### config.mk
export PLATFORM = sky130hd
export DESIGN_NAME = controlUnit
export DESIGN_NICKNAME = d
export VERILOG_FILES = /design/src/controlPkg.sv /design/src/ctrlBundleIf.sv /design/src/instrDecoder.sv /design/src/sequencer.sv /design/src/controlEncoder.sv /design/src/controlUnit.sv
export SDC_FILE = /design/constraint.sdc
export NUM_CORES = 1
export LEC_CHECK = 0
export ABC_AREA = 0
export ABC_CLOCK_PERIOD_IN_PS = 2500
export BUFFER_PORTS_ARGS = -buffer_cell sky130_fd_sc_hd__buf_4
export CAP_MARGIN = 10
export CORE_ASPECT_RATIO = 1.2
export CORE_MARGIN = 2
export CORE_UTILIZATION = 49
export CTS_CLUSTER_SIZE = 28
export DETAILED_ROUTE_END_ITERATION = 7
export GPL_TIMING_DRIVEN = 0
export PLACE_DENSITY = 0.81
export REMOVE_ABC_BUFFERS = 1
export SLEW_MARGIN = 10
export SYNTH_ARGS = -nofsm -noshare
export SYNTH_HDL_FRONTEND = slang
export SYNTH_SLANG_ARGS = --single-unit
### constraint.sdc
create_clock -name clock -period 2.5 [get_ports clock]
set_clock_uncertainty 0.05 [all_clocks]
set_input_delay 0.375 -clock clock [delete_from_list [all_inputs] [get_ports clock]]
set_output_delay 0.375 -clock clock [all_outputs]
set_load 0.005 [all_outputs]
### src/controlPkg.sv
`default_nettype none

package controlPkg;

	localparam int OpcodeWidth = 6;
	localparam int FunctWidth = 6;
	localparam int ClassWidth = 4;
	localparam int StateWidth = 5;

	localparam logic CauseIllegal = 1'b0;
	localparam logic CauseOverflow = 1'b1;

	typedef enum logic [OpcodeWidth-1:0]
	{
		opSpecial = 6'h00,
		opJ = 6'h02,
		opBeq = 6'h04,
		opBne = 6'h05,
		opAddi = 6'h08,
		opAddiu = 6'h09,
		opSlti = 6'h0a,
		opAndi = 6'h0c,
		opXori = 6'h0e,
		opLw = 6'h23,
		opSw = 6'h2b
	} opcodeT;

	typedef enum logic [FunctWidth-1:0]
	{
		functSll = 6'h00,
		functSrl = 6'h02,
		functSra = 6'h03,
		functSllv = 6'h04,
		functSrav = 6'h07,
		functJr = 6'h08,
		functBreak = 6'h0d,
		functAdd = 6'h20,
		functAddu = 6'h21,
		functSub = 6'h22,
		functSubu = 6'h23,
		functAnd = 6'h24,
		functXor = 6'h26,
		functSlt = 6'h2a
	} functT;

	// Memory class split by direction so the sequencer can steer after address setup
	typedef enum logic [ClassWidth-1:0]
	{
		classRType, classIType, classShiftImm, classShiftVar,
		classMemLoad, classMemStore, classBranchEq, classBranchNe,
		classJump, classJumpReg, classHalt, classIllegal
	} instrClassT;

	typedef enum logic [StateWidth-1:0]
	{
		stateMemRead, stateFetchWait, stateIrWrite, stateDecode,
		stateClassR, stateClassI, stateClassShift, stateClassShiftVar,
		stateWriteRd, stateWriteShift, stateWriteSlt,
		stateMemAddr, stateLoadRead, stateLoadWait1, stateLoadWait2,
		stateLoadWriteBack, stateStore,
		stateBranchEq, stateBranchNe, stateJump, stateJumpReg, stateHalt,
		stateIllegalInstr, stateOverflowTrap, stateExceptionWait, stateExceptionEntry
	} stateT;

	typedef enum logic [1:0]
	{
		pcSrcAluResult = 2'd0,
		pcSrcBranchTarget = 2'd1,
		pcSrcJumpTarget = 2'd2
	} pcSourceT;

	typedef enum logic [1:0]
	{
		aluASrcPc = 2'd0,
		aluASrcRegA = 2'd1,
		aluASrcExceptionVector = 2'd2
	} aluSrcAT;

	typedef enum logic [1:0]
	{
		aluBSrcRegB = 2'd0,
		aluBSrcFour = 2'd1,
		aluBSrcImmediate = 2'd2,
		aluBSrcShiftedImmediate = 2'd3
	} aluSrcBT;

	typedef enum logic [1:0]
	{
		aluOpAdd = 2'd0,
		aluOpSubtract = 2'd1,
		aluOpByFunct = 2'd2,
		aluOpPassA = 2'd3
	} aluOpT;

	typedef enum logic
	{
		regDstRt = 1'b0,
		regDstRd = 1'b1
	} regDstT;

	typedef enum logic [1:0]
	{
		memToRegAluOut = 2'd0,
		memToRegMdr = 2'd1,
		memToRegShifter = 2'd2,
		memToRegSlt = 2'd3
	} memToRegT;

	typedef enum logic [1:0]
	{
		addrSrcPc = 2'd0,
		addrSrcAluOut = 2'd1,
		addrSrcExceptionAddress = 2'd2
	} addrSourceT;

endpackage

`default_nettype wire

### src/ctrlBundleIf.sv
`timescale 1ns/1ps
`default_nettype none

interface ctrlBundleIf import controlPkg::*; ();

	logic memWrite;
	logic pcWrite;
	logic pcWriteEq; // Taken only if ALU zero
	logic pcWriteNe; // Taken only if ALU nonzero
	logic regWrite;
	logic irWrite;
	logic mdrWrite;
	logic aluOutWrite;
	logic causeWrite;
	logic epcWrite;
	logic exceptionCause;
	logic shiftByRegister; // Shift amount from rs instead of shamt
	pcSourceT pcSource;
	aluSrcAT aluSrcA;
	aluSrcBT aluSrcB;
	aluOpT aluOp;
	regDstT regDst;
	memToRegT memToReg;
	addrSourceT addrSource;

	modport encoder (output memWrite, pcWrite, pcWriteEq, pcWriteNe, regWrite, irWrite,
		mdrWrite, aluOutWrite, causeWrite, epcWrite, exceptionCause, shiftByRegister,
		pcSource, aluSrcA, aluSrcB, aluOp, regDst, memToReg, addrSource);

	modport sink (input memWrite, pcWrite, pcWriteEq, pcWriteNe, regWrite, irWrite,
		mdrWrite, aluOutWrite, causeWrite, epcWrite, exceptionCause, shiftByRegister,
		pcSource, aluSrcA, aluSrcB, aluOp, regDst, memToReg, addrSource);

endinterface

`default_nettype wire

### src/instrDecoder.sv
`timescale 1ns/1ps
`default_nettype none

module instrDecoder import controlPkg::*;
(
	input opcodeT opcode,
	input functT funct,
	output instrClassT instrClass,
	output logic isSlt,
	output logic trapsOverflow
);

	always_comb
	begin
		instrClass = classIllegal;
		isSlt = 1'b0;
		trapsOverflow = 1'b1;
		case (opcode)
			opSpecial:
			begin
				case (funct)
					functAdd, functSub, functAnd, functXor: instrClass = classRType;
					functAddu, functSubu:
					begin
						instrClass = classRType;
						trapsOverflow = 1'b0; // Unsigned forms never trap
					end
					functSlt:
					begin
						instrClass = classRType;
						isSlt = 1'b1;
					end
					functSll, functSrl, functSra: instrClass = classShiftImm;
					functSllv, functSrav: instrClass = classShiftVar;
					functJr: instrClass = classJumpReg;
					functBreak: instrClass = classHalt;
					default: instrClass = classIllegal;
				endcase
			end
			opAddi, opAndi, opXori: instrClass = classIType;
			opAddiu:
			begin
				instrClass = classIType;
				trapsOverflow = 1'b0;
			end
			opSlti:
			begin
				instrClass = classIType;
				isSlt = 1'b1;
			end
			opLw: instrClass = classMemLoad;
			opSw: instrClass = classMemStore;
			opBeq: instrClass = classBranchEq;
			opBne: instrClass = classBranchNe;
			opJ: instrClass = classJump;
			default: instrClass = classIllegal;
		endcase
	end

endmodule

`default_nettype wire

### src/sequencer.sv
`timescale 1ns/1ps
`default_nettype none

module sequencer import controlPkg::*;
(
	input wire clock,
	input wire reset,
	input instrClassT instrClass,
	input wire isSlt,
	input wire trapsOverflow,
	input wire overflow,
	output stateT state
);

	stateT nextState;

	always_ff @(posedge clock or posedge reset)
	begin
		if (reset)
		begin
			state <= stateMemRead;
		end
		else
		begin
			state <= nextState;
		end
	end

	always_comb
	begin
		nextState = state;
		case (state)
			stateMemRead: nextState = stateFetchWait;
			stateFetchWait: nextState = stateIrWrite;
			stateIrWrite: nextState = stateDecode;
			stateDecode:
			begin
				case (instrClass)
					classRType: nextState = stateClassR;
					classIType: nextState = stateClassI;
					classShiftImm: nextState = stateClassShift;
					classShiftVar: nextState = stateClassShiftVar;
					classMemLoad, classMemStore: nextState = stateMemAddr;
					classBranchEq: nextState = stateBranchEq;
					classBranchNe: nextState = stateBranchNe;
					classJump: nextState = stateJump;
					classJumpReg: nextState = stateJumpReg;
					classHalt: nextState = stateHalt;
					default: nextState = stateIllegalInstr;
				endcase
			end
			stateClassR, stateClassI: nextState = isSlt ? stateWriteSlt : stateWriteRd;
			stateClassShift, stateClassShiftVar: nextState = stateWriteShift;
			stateWriteRd:
			begin
				if (overflow && trapsOverflow)
				begin
					nextState = stateOverflowTrap;
				end
				else
				begin
					nextState = stateMemRead;
				end
			end
			stateWriteShift, stateWriteSlt: nextState = stateMemRead;
			stateMemAddr: nextState = stateLoadRead;
			// Address setup cycle shared by lw and sw
			stateLoadRead:
			begin
				if (instrClass == classMemStore)
				begin
					nextState = stateStore;
				end
				else
				begin
					nextState = stateLoadWait1;
				end
			end
			stateLoadWait1: nextState = stateLoadWait2;
			stateLoadWait2: nextState = stateLoadWriteBack;
			stateLoadWriteBack, stateStore: nextState = stateMemRead;
			stateBranchEq, stateBranchNe: nextState = stateMemRead;
			stateJump, stateJumpReg: nextState = stateMemRead;
			stateHalt: nextState = stateHalt; // Only reset leaves
			stateIllegalInstr, stateOverflowTrap: nextState = stateExceptionWait;
			stateExceptionWait: nextState = stateExceptionEntry; // Vector read latency
			stateExceptionEntry: nextState = stateMemRead;
			default: nextState = stateMemRead;
		endcase
	end

endmodule

`default_nettype wire

### src/controlEncoder.sv
`timescale 1ns/1ps
`default_nettype none

module controlEncoder import controlPkg::*;
(
	input stateT state,
	ctrlBundleIf.encoder ctrl
);

	always_comb
	begin
		ctrl.memWrite = 1'b0;
		ctrl.pcWrite = 1'b0;
		ctrl.pcWriteEq = 1'b0;
		ctrl.pcWriteNe = 1'b0;
		ctrl.regWrite = 1'b0;
		ctrl.irWrite = 1'b0;
		ctrl.mdrWrite = 1'b0;
		ctrl.aluOutWrite = 1'b0;
		ctrl.causeWrite = 1'b0;
		ctrl.epcWrite = 1'b0;
		ctrl.exceptionCause = CauseIllegal;
		ctrl.shiftByRegister = 1'b0;
		ctrl.pcSource = pcSrcAluResult;
		ctrl.aluSrcA = aluASrcPc;
		ctrl.aluSrcB = aluBSrcRegB;
		ctrl.aluOp = aluOpAdd;
		ctrl.regDst = regDstRt;
		ctrl.memToReg = memToRegAluOut;
		ctrl.addrSource = addrSrcPc;
		case (state)
			stateMemRead:
			begin
				ctrl.pcWrite = 1'b1; // PC + 4 while memory is read
				ctrl.aluSrcB = aluBSrcFour;
			end
			stateIrWrite:
			begin
				ctrl.irWrite = 1'b1;
				ctrl.aluSrcB = aluBSrcShiftedImmediate; // Branch target ahead of decode
				ctrl.aluOutWrite = 1'b1;
			end
			stateClassR:
			begin
				ctrl.aluSrcA = aluASrcRegA;
				ctrl.aluOp = aluOpByFunct;
				ctrl.aluOutWrite = 1'b1;
			end
			stateClassI:
			begin
				ctrl.aluSrcA = aluASrcRegA;
				ctrl.aluSrcB = aluBSrcImmediate;
				ctrl.aluOp = aluOpByFunct;
				ctrl.aluOutWrite = 1'b1;
			end
			stateClassShift: ctrl.aluOp = aluOpByFunct;
			stateClassShiftVar:
			begin
				ctrl.shiftByRegister = 1'b1;
				ctrl.aluOp = aluOpByFunct;
			end
			stateWriteRd:
			begin
				ctrl.aluOp = aluOpByFunct; // Keeps overflow valid
				ctrl.regDst = regDstRd;
				ctrl.regWrite = 1'b1;
			end
			stateWriteShift:
			begin
				ctrl.regDst = regDstRd;
				ctrl.memToReg = memToRegShifter;
				ctrl.regWrite = 1'b1;
			end
			stateWriteSlt:
			begin
				ctrl.aluSrcA = aluASrcRegA;
				ctrl.aluOp = aluOpByFunct;
				ctrl.regDst = regDstRd;
				ctrl.memToReg = memToRegSlt;
				ctrl.regWrite = 1'b1;
			end
			stateMemAddr:
			begin
				ctrl.aluSrcA = aluASrcRegA;
				ctrl.aluSrcB = aluBSrcImmediate;
				ctrl.addrSource = addrSrcAluOut;
				ctrl.aluOutWrite = 1'b1;
			end
			stateLoadRead, stateLoadWait1: ctrl.addrSource = addrSrcAluOut;
			stateLoadWait2:
			begin
				ctrl.addrSource = addrSrcAluOut;
				ctrl.mdrWrite = 1'b1; // Data ready after two waits
			end
			stateLoadWriteBack:
			begin
				ctrl.memToReg = memToRegMdr;
				ctrl.regWrite = 1'b1;
			end
			stateStore:
			begin
				ctrl.addrSource = addrSrcAluOut;
				ctrl.memWrite = 1'b1;
			end
			stateBranchEq:
			begin
				ctrl.aluSrcA = aluASrcRegA;
				ctrl.aluOp = aluOpSubtract;
				ctrl.pcSource = pcSrcBranchTarget;
				ctrl.pcWriteEq = 1'b1;
			end
			stateBranchNe:
			begin
				ctrl.aluSrcA = aluASrcRegA;
				ctrl.aluOp = aluOpSubtract;
				ctrl.pcSource = pcSrcBranchTarget;
				ctrl.pcWriteNe = 1'b1;
			end
			stateJump:
			begin
				ctrl.pcSource = pcSrcJumpTarget;
				ctrl.pcWrite = 1'b1;
			end
			stateJumpReg:
			begin
				ctrl.aluSrcA = aluASrcRegA; // rs through the ALU
				ctrl.aluOp = aluOpPassA;
				ctrl.pcWrite = 1'b1;
			end
			stateIllegalInstr, stateOverflowTrap:
			begin
				ctrl.exceptionCause = (state == stateOverflowTrap) ? CauseOverflow : CauseIllegal;
				ctrl.causeWrite = 1'b1;
				ctrl.epcWrite = 1'b1;
				ctrl.aluOp = aluOpPassA;
				ctrl.addrSource = addrSrcExceptionAddress;
			end
			stateExceptionWait: ctrl.addrSource = addrSrcExceptionAddress;
			stateExceptionEntry:
			begin
				ctrl.aluSrcA = aluASrcExceptionVector;
				ctrl.aluOp = aluOpPassA;
				ctrl.addrSource = addrSrcExceptionAddress;
				ctrl.pcWrite = 1'b1; // Handler address into PC
			end
			default: ctrl.pcWrite = 1'b0;
		endcase
	end

endmodule

`default_nettype wire

### src/controlUnit.sv
`timescale 1ns/1ps
`default_nettype none

module controlUnit import controlPkg::*;
(
	input wire clock,
	input wire reset,
	input opcodeT opcode,
	input functT funct,
	input wire overflow,
	output logic memWrite,
	output logic pcWrite,
	output logic pcWriteEq,
	output logic pcWriteNe,
	output logic regWrite,
	output logic irWrite,
	output logic mdrWrite,
	output logic aluOutWrite,
	output logic causeWrite,
	output logic epcWrite,
	output logic exceptionCause,
	output logic shiftByRegister,
	output pcSourceT pcSource,
	output aluSrcAT aluSrcA,
	output aluSrcBT aluSrcB,
	output aluOpT aluOp,
	output regDstT regDst,
	output memToRegT memToReg,
	output addrSourceT addrSource,
	output stateT state
);

	instrClassT instrClass;
	logic isSlt;
	logic trapsOverflow;

	ctrlBundleIf bundle ();

	instrDecoder i_instrDecoder (.opcode(opcode), .funct(funct), .instrClass(instrClass),
		.isSlt(isSlt), .trapsOverflow(trapsOverflow));

	sequencer i_sequencer (.clock(clock), .reset(reset), .instrClass(instrClass),
		.isSlt(isSlt), .trapsOverflow(trapsOverflow), .overflow(overflow), .state(state));

	controlEncoder i_controlEncoder (.state(state), .ctrl(bundle.encoder));

	// Sink side of the bundle out to plain ports
	assign memWrite = bundle.memWrite;
	assign pcWrite = bundle.pcWrite;
	assign pcWriteEq = bundle.pcWriteEq;
	assign pcWriteNe = bundle.pcWriteNe;
	assign regWrite = bundle.regWrite;
	assign irWrite = bundle.irWrite;
	assign mdrWrite = bundle.mdrWrite;
	assign aluOutWrite = bundle.aluOutWrite;
	assign causeWrite = bundle.causeWrite;
	assign epcWrite = bundle.epcWrite;
	assign exceptionCause = bundle.exceptionCause;
	assign shiftByRegister = bundle.shiftByRegister;
	assign pcSource = bundle.pcSource;
	assign aluSrcA = bundle.aluSrcA;
	assign aluSrcB = bundle.aluSrcB;
	assign aluOp = bundle.aluOp;
	assign regDst = bundle.regDst;
	assign memToReg = bundle.memToReg;
	assign addrSource = bundle.addrSource;

endmodule

`default_nettype wire

==> metrics <==
PD cells=859.1 nW/um^2; total chip power=1259 uW; CP Launch Type=flip-flop; H-tree levels=1; Routed Antenna Nets=0; area taken by multi-input logic gates=approximately 900 um^2; Lkg Pwr=just under 0.0006 uW; Synth Area per Inst=between 6 and 7 um^2; number of flops mapped to enable cells by yosys=0; Area Growth Syn to Fin=30.11%; Clock Tree Buf Depth=2; max FFs per register=5; Logic pwr share=71.4%; Vias=~1500; Hold Fails Final Rpt=0; CP Class=reg2out; TritonCTS clock tree=built; Max VDD drop=approximately 0.45 mV; Remaining Overflow, GRT=0; die area=~2700 um^2; Filler cells=between 200 and 250; core area=2235 um^2; total track usage=between 20% and 30%; post-CTS setup buffers=0; CTS resizes=0; top flop regs=i_sequencer.state (5); slew margin rel.=~55%; Detailed Route WL=between 3000 and 4000 um; Core Util, Final=~66%; final RePlAce weighted congestion=about 0.9; CP Data Required Time=around 2.1 ns; Yosys reg bits=5; share of cells above drive strength 1=~27%; NetSw=roughly 650 uW; nets=~230; status=complete, no violations; Highest Clock Rate=approximately 420 MHz; RSZ-0062 raised after global routing=false; final worst path period need=between 2 and 2.5 ns; commonest non-fill, non-tap cell in the layout=buf_4; drt pass-1 iters=4; met3 Resource Use GR=2.572%; Max FO, Critical Path=12; final number of setup-violating endpoints=0; count of pins over their slew limit=0; pre-CTS setup slack=between 0.2 and 0.25 ns; final worst slack=0.1058 ns; num rows=19; WL/cell=~14 um; total CTS buffers=3; Synth cell types=55; clk slew on worst S/H paths=around 0.04 ns; Slowest cell on crit path=dfrtp_1; Seq/Total Area, Yosys=~11%; CP dominant cell by count=o21ai_0; I/O pins=45; post-synthesis cell count=approximately 180; largest net degree at the start of global routing=22; crit-path max cell delay=~0.57 ns; clock sinks=5; Critical Path, Cell by Cell=clkinv_1 > nand3_1 > o21ai_0 > nand2_1 > o21ai_0 > buf_4; sequential cell area=roughly 130 um^2; Initial Util=50.39%; Ys Warns=0; DR iter-0 viols=about 80; vias in the first global route=between 1000 and 1500; # diodes=0; Most used DFF post-synth=dfrtp_1; Layout Cells excl Fill=approximately 240; post-DP HPWL=approximately 2600 um; cell internal pwr=609.4 uW; Slew @ Worst Pin=0.6709 ns; register share of total power=approximately a fifth; latest clock arrival within the worst-skew pair=0.24 ns; Die Wd=between 40 and 50 um; Top reg by flops=i_sequencer.state; # placed instances=~240; Root Buffer=clkbuf_4; Max-Cap Viols=0; HP Class=in2reg; most frequent cells in the layout=44 x buf_4, 22 x nor2_1, 16 x nand2_1; Worst setup EP type=primary output; IO Port Bufs=44; met1 global-route usage=between 30 and 40%; Clock power frac=7.3%; Remaining DRCs=0; met2 usage=between 40 and 50%; WP data arrival=between 1.5 and 2 ns; antenna violations before repair=0; Net Sw Frac=between 50 and 60%; Most Crowded Layer GR=met2; first-pass GRT wire length=about 5600 um; Post-Syn Area=approximately 1100 um^2; Setup TNS=0 ns; asr flop ratio synth=100.0%; via/cell ratio=about 6.3; Die Span Y=approximately 57 um; fin crit share=approximately 96%
## cell usage after synthesis, drive strengths merged, types with 2 or more instances
library cell / number / area, um^2
nor2: 22 / 82.58
o21bai: 3 / 22.52
o211ai: 4 / 30.03
nor4: 3 / 25.02
a311o: 2 / 20.02
clkbuf: 12 / 45.04
a31oi: 2 / 12.51
inv: 7 / 26.28
nand2: 16 / 60.06
o21ai: 10 / 50.05
or2b: 2 / 16.27
nand4: 4 / 25.02
a21oi: 15 / 78.83
clkinv: 2 / 7.510
dfrtp: 5 / 125.1
o32ai: 3 / 26.28
or3b: 2 / 17.52
nor3: 16 / 85.08
and2: 2 / 12.52
xnor2: 2 / 17.52
nor2b: 3 / 18.77
a211oi: 2 / 15.01
a211o: 2 / 17.52
buf: 4 / 21.27
nand2b: 2 / 12.51
nand3: 8 / 40.04
o21a: 3 / 22.52
## cell families after synthesis
group / share of synthesized area [%]
DFF: 11.11
xor gates and xnor gates: 2.334
AOI/OAI and AO/OA: 38.00
and+or+nand+nor: 39.67
buffers and inverters: 8.889
## critical path: cells and delay by family (launching register included)
kind                   cells  cell delay [ns]
buffers and inverters      2             0.53
AOI/OAI and AO/OA          2             0.21
DFF                        1             0.57
and+or+nand+nor            2             0.41
## power groups by stage
stage	logic (uW)	registers (uW)	clock network (uW)
finish	899	269	91.3
detailed placement	888	263	0
global placement	877	258	0
global route	1010	284	97.1
CTS	893	260	94.3
floorplan	518	230	0
## final cells by class
cell class	instances	area share (%)
repair buffers	45	23.23
flip-flops and latches	5	8.540
well taps	31	2.647
clock buffers	4	1.793
inverters	9	2.306
multi-input cells	149	61.49
## worst paths after layout
check | depth (start not counted) | slack (ns) | startpoint | to
max | 6 | 0.11 | i_sequencer.state[1] | aluOp[1]
min | 4 | 0.54 | opcode[1] | i_sequencer.state[2]
max reg2reg | 6 | 0.44 | i_sequencer.state[2] | i_sequencer.state[0]
max in group asynchronous | 3 | 1.67 | reset | i_sequencer.state[3]
min reg2reg | 1 | 0.85 | i_sequencer.state[3] | i_sequencer.state[3]
min in group asynchronous | 3 | 0.57 | reset | i_sequencer.state[4]
## layer usage
metal,share of wire (%),wire length [um],vias up
met4,4.0,138,0
met2,50,1722,86
met1,38,1324,699
met3,7.7,265,14
met5,0,0,-
li1,-,-,735
## stage by stage
step | hold WS [ns] | cell area (um^2)
6_report | 0.5351 | 1465
5_1_grt | 0.5587 | 1465
4_1_cts | 0.5190 | 1465
3_5_place_dp | 0.2288 | 1429
3_3_place_gp | 0.2235 | 1429
2_1_floorplan | 0.1035 | 1060
## what timing repair did
| action | in CTS | in global routing |
|---|---|---|
| hold buffers | 1 | 0 |
| setup endpoints to repair | 0 | 0 |
| hold endpoints to repair | 5 | 0 |
Power figures use the tool's default switching activity.
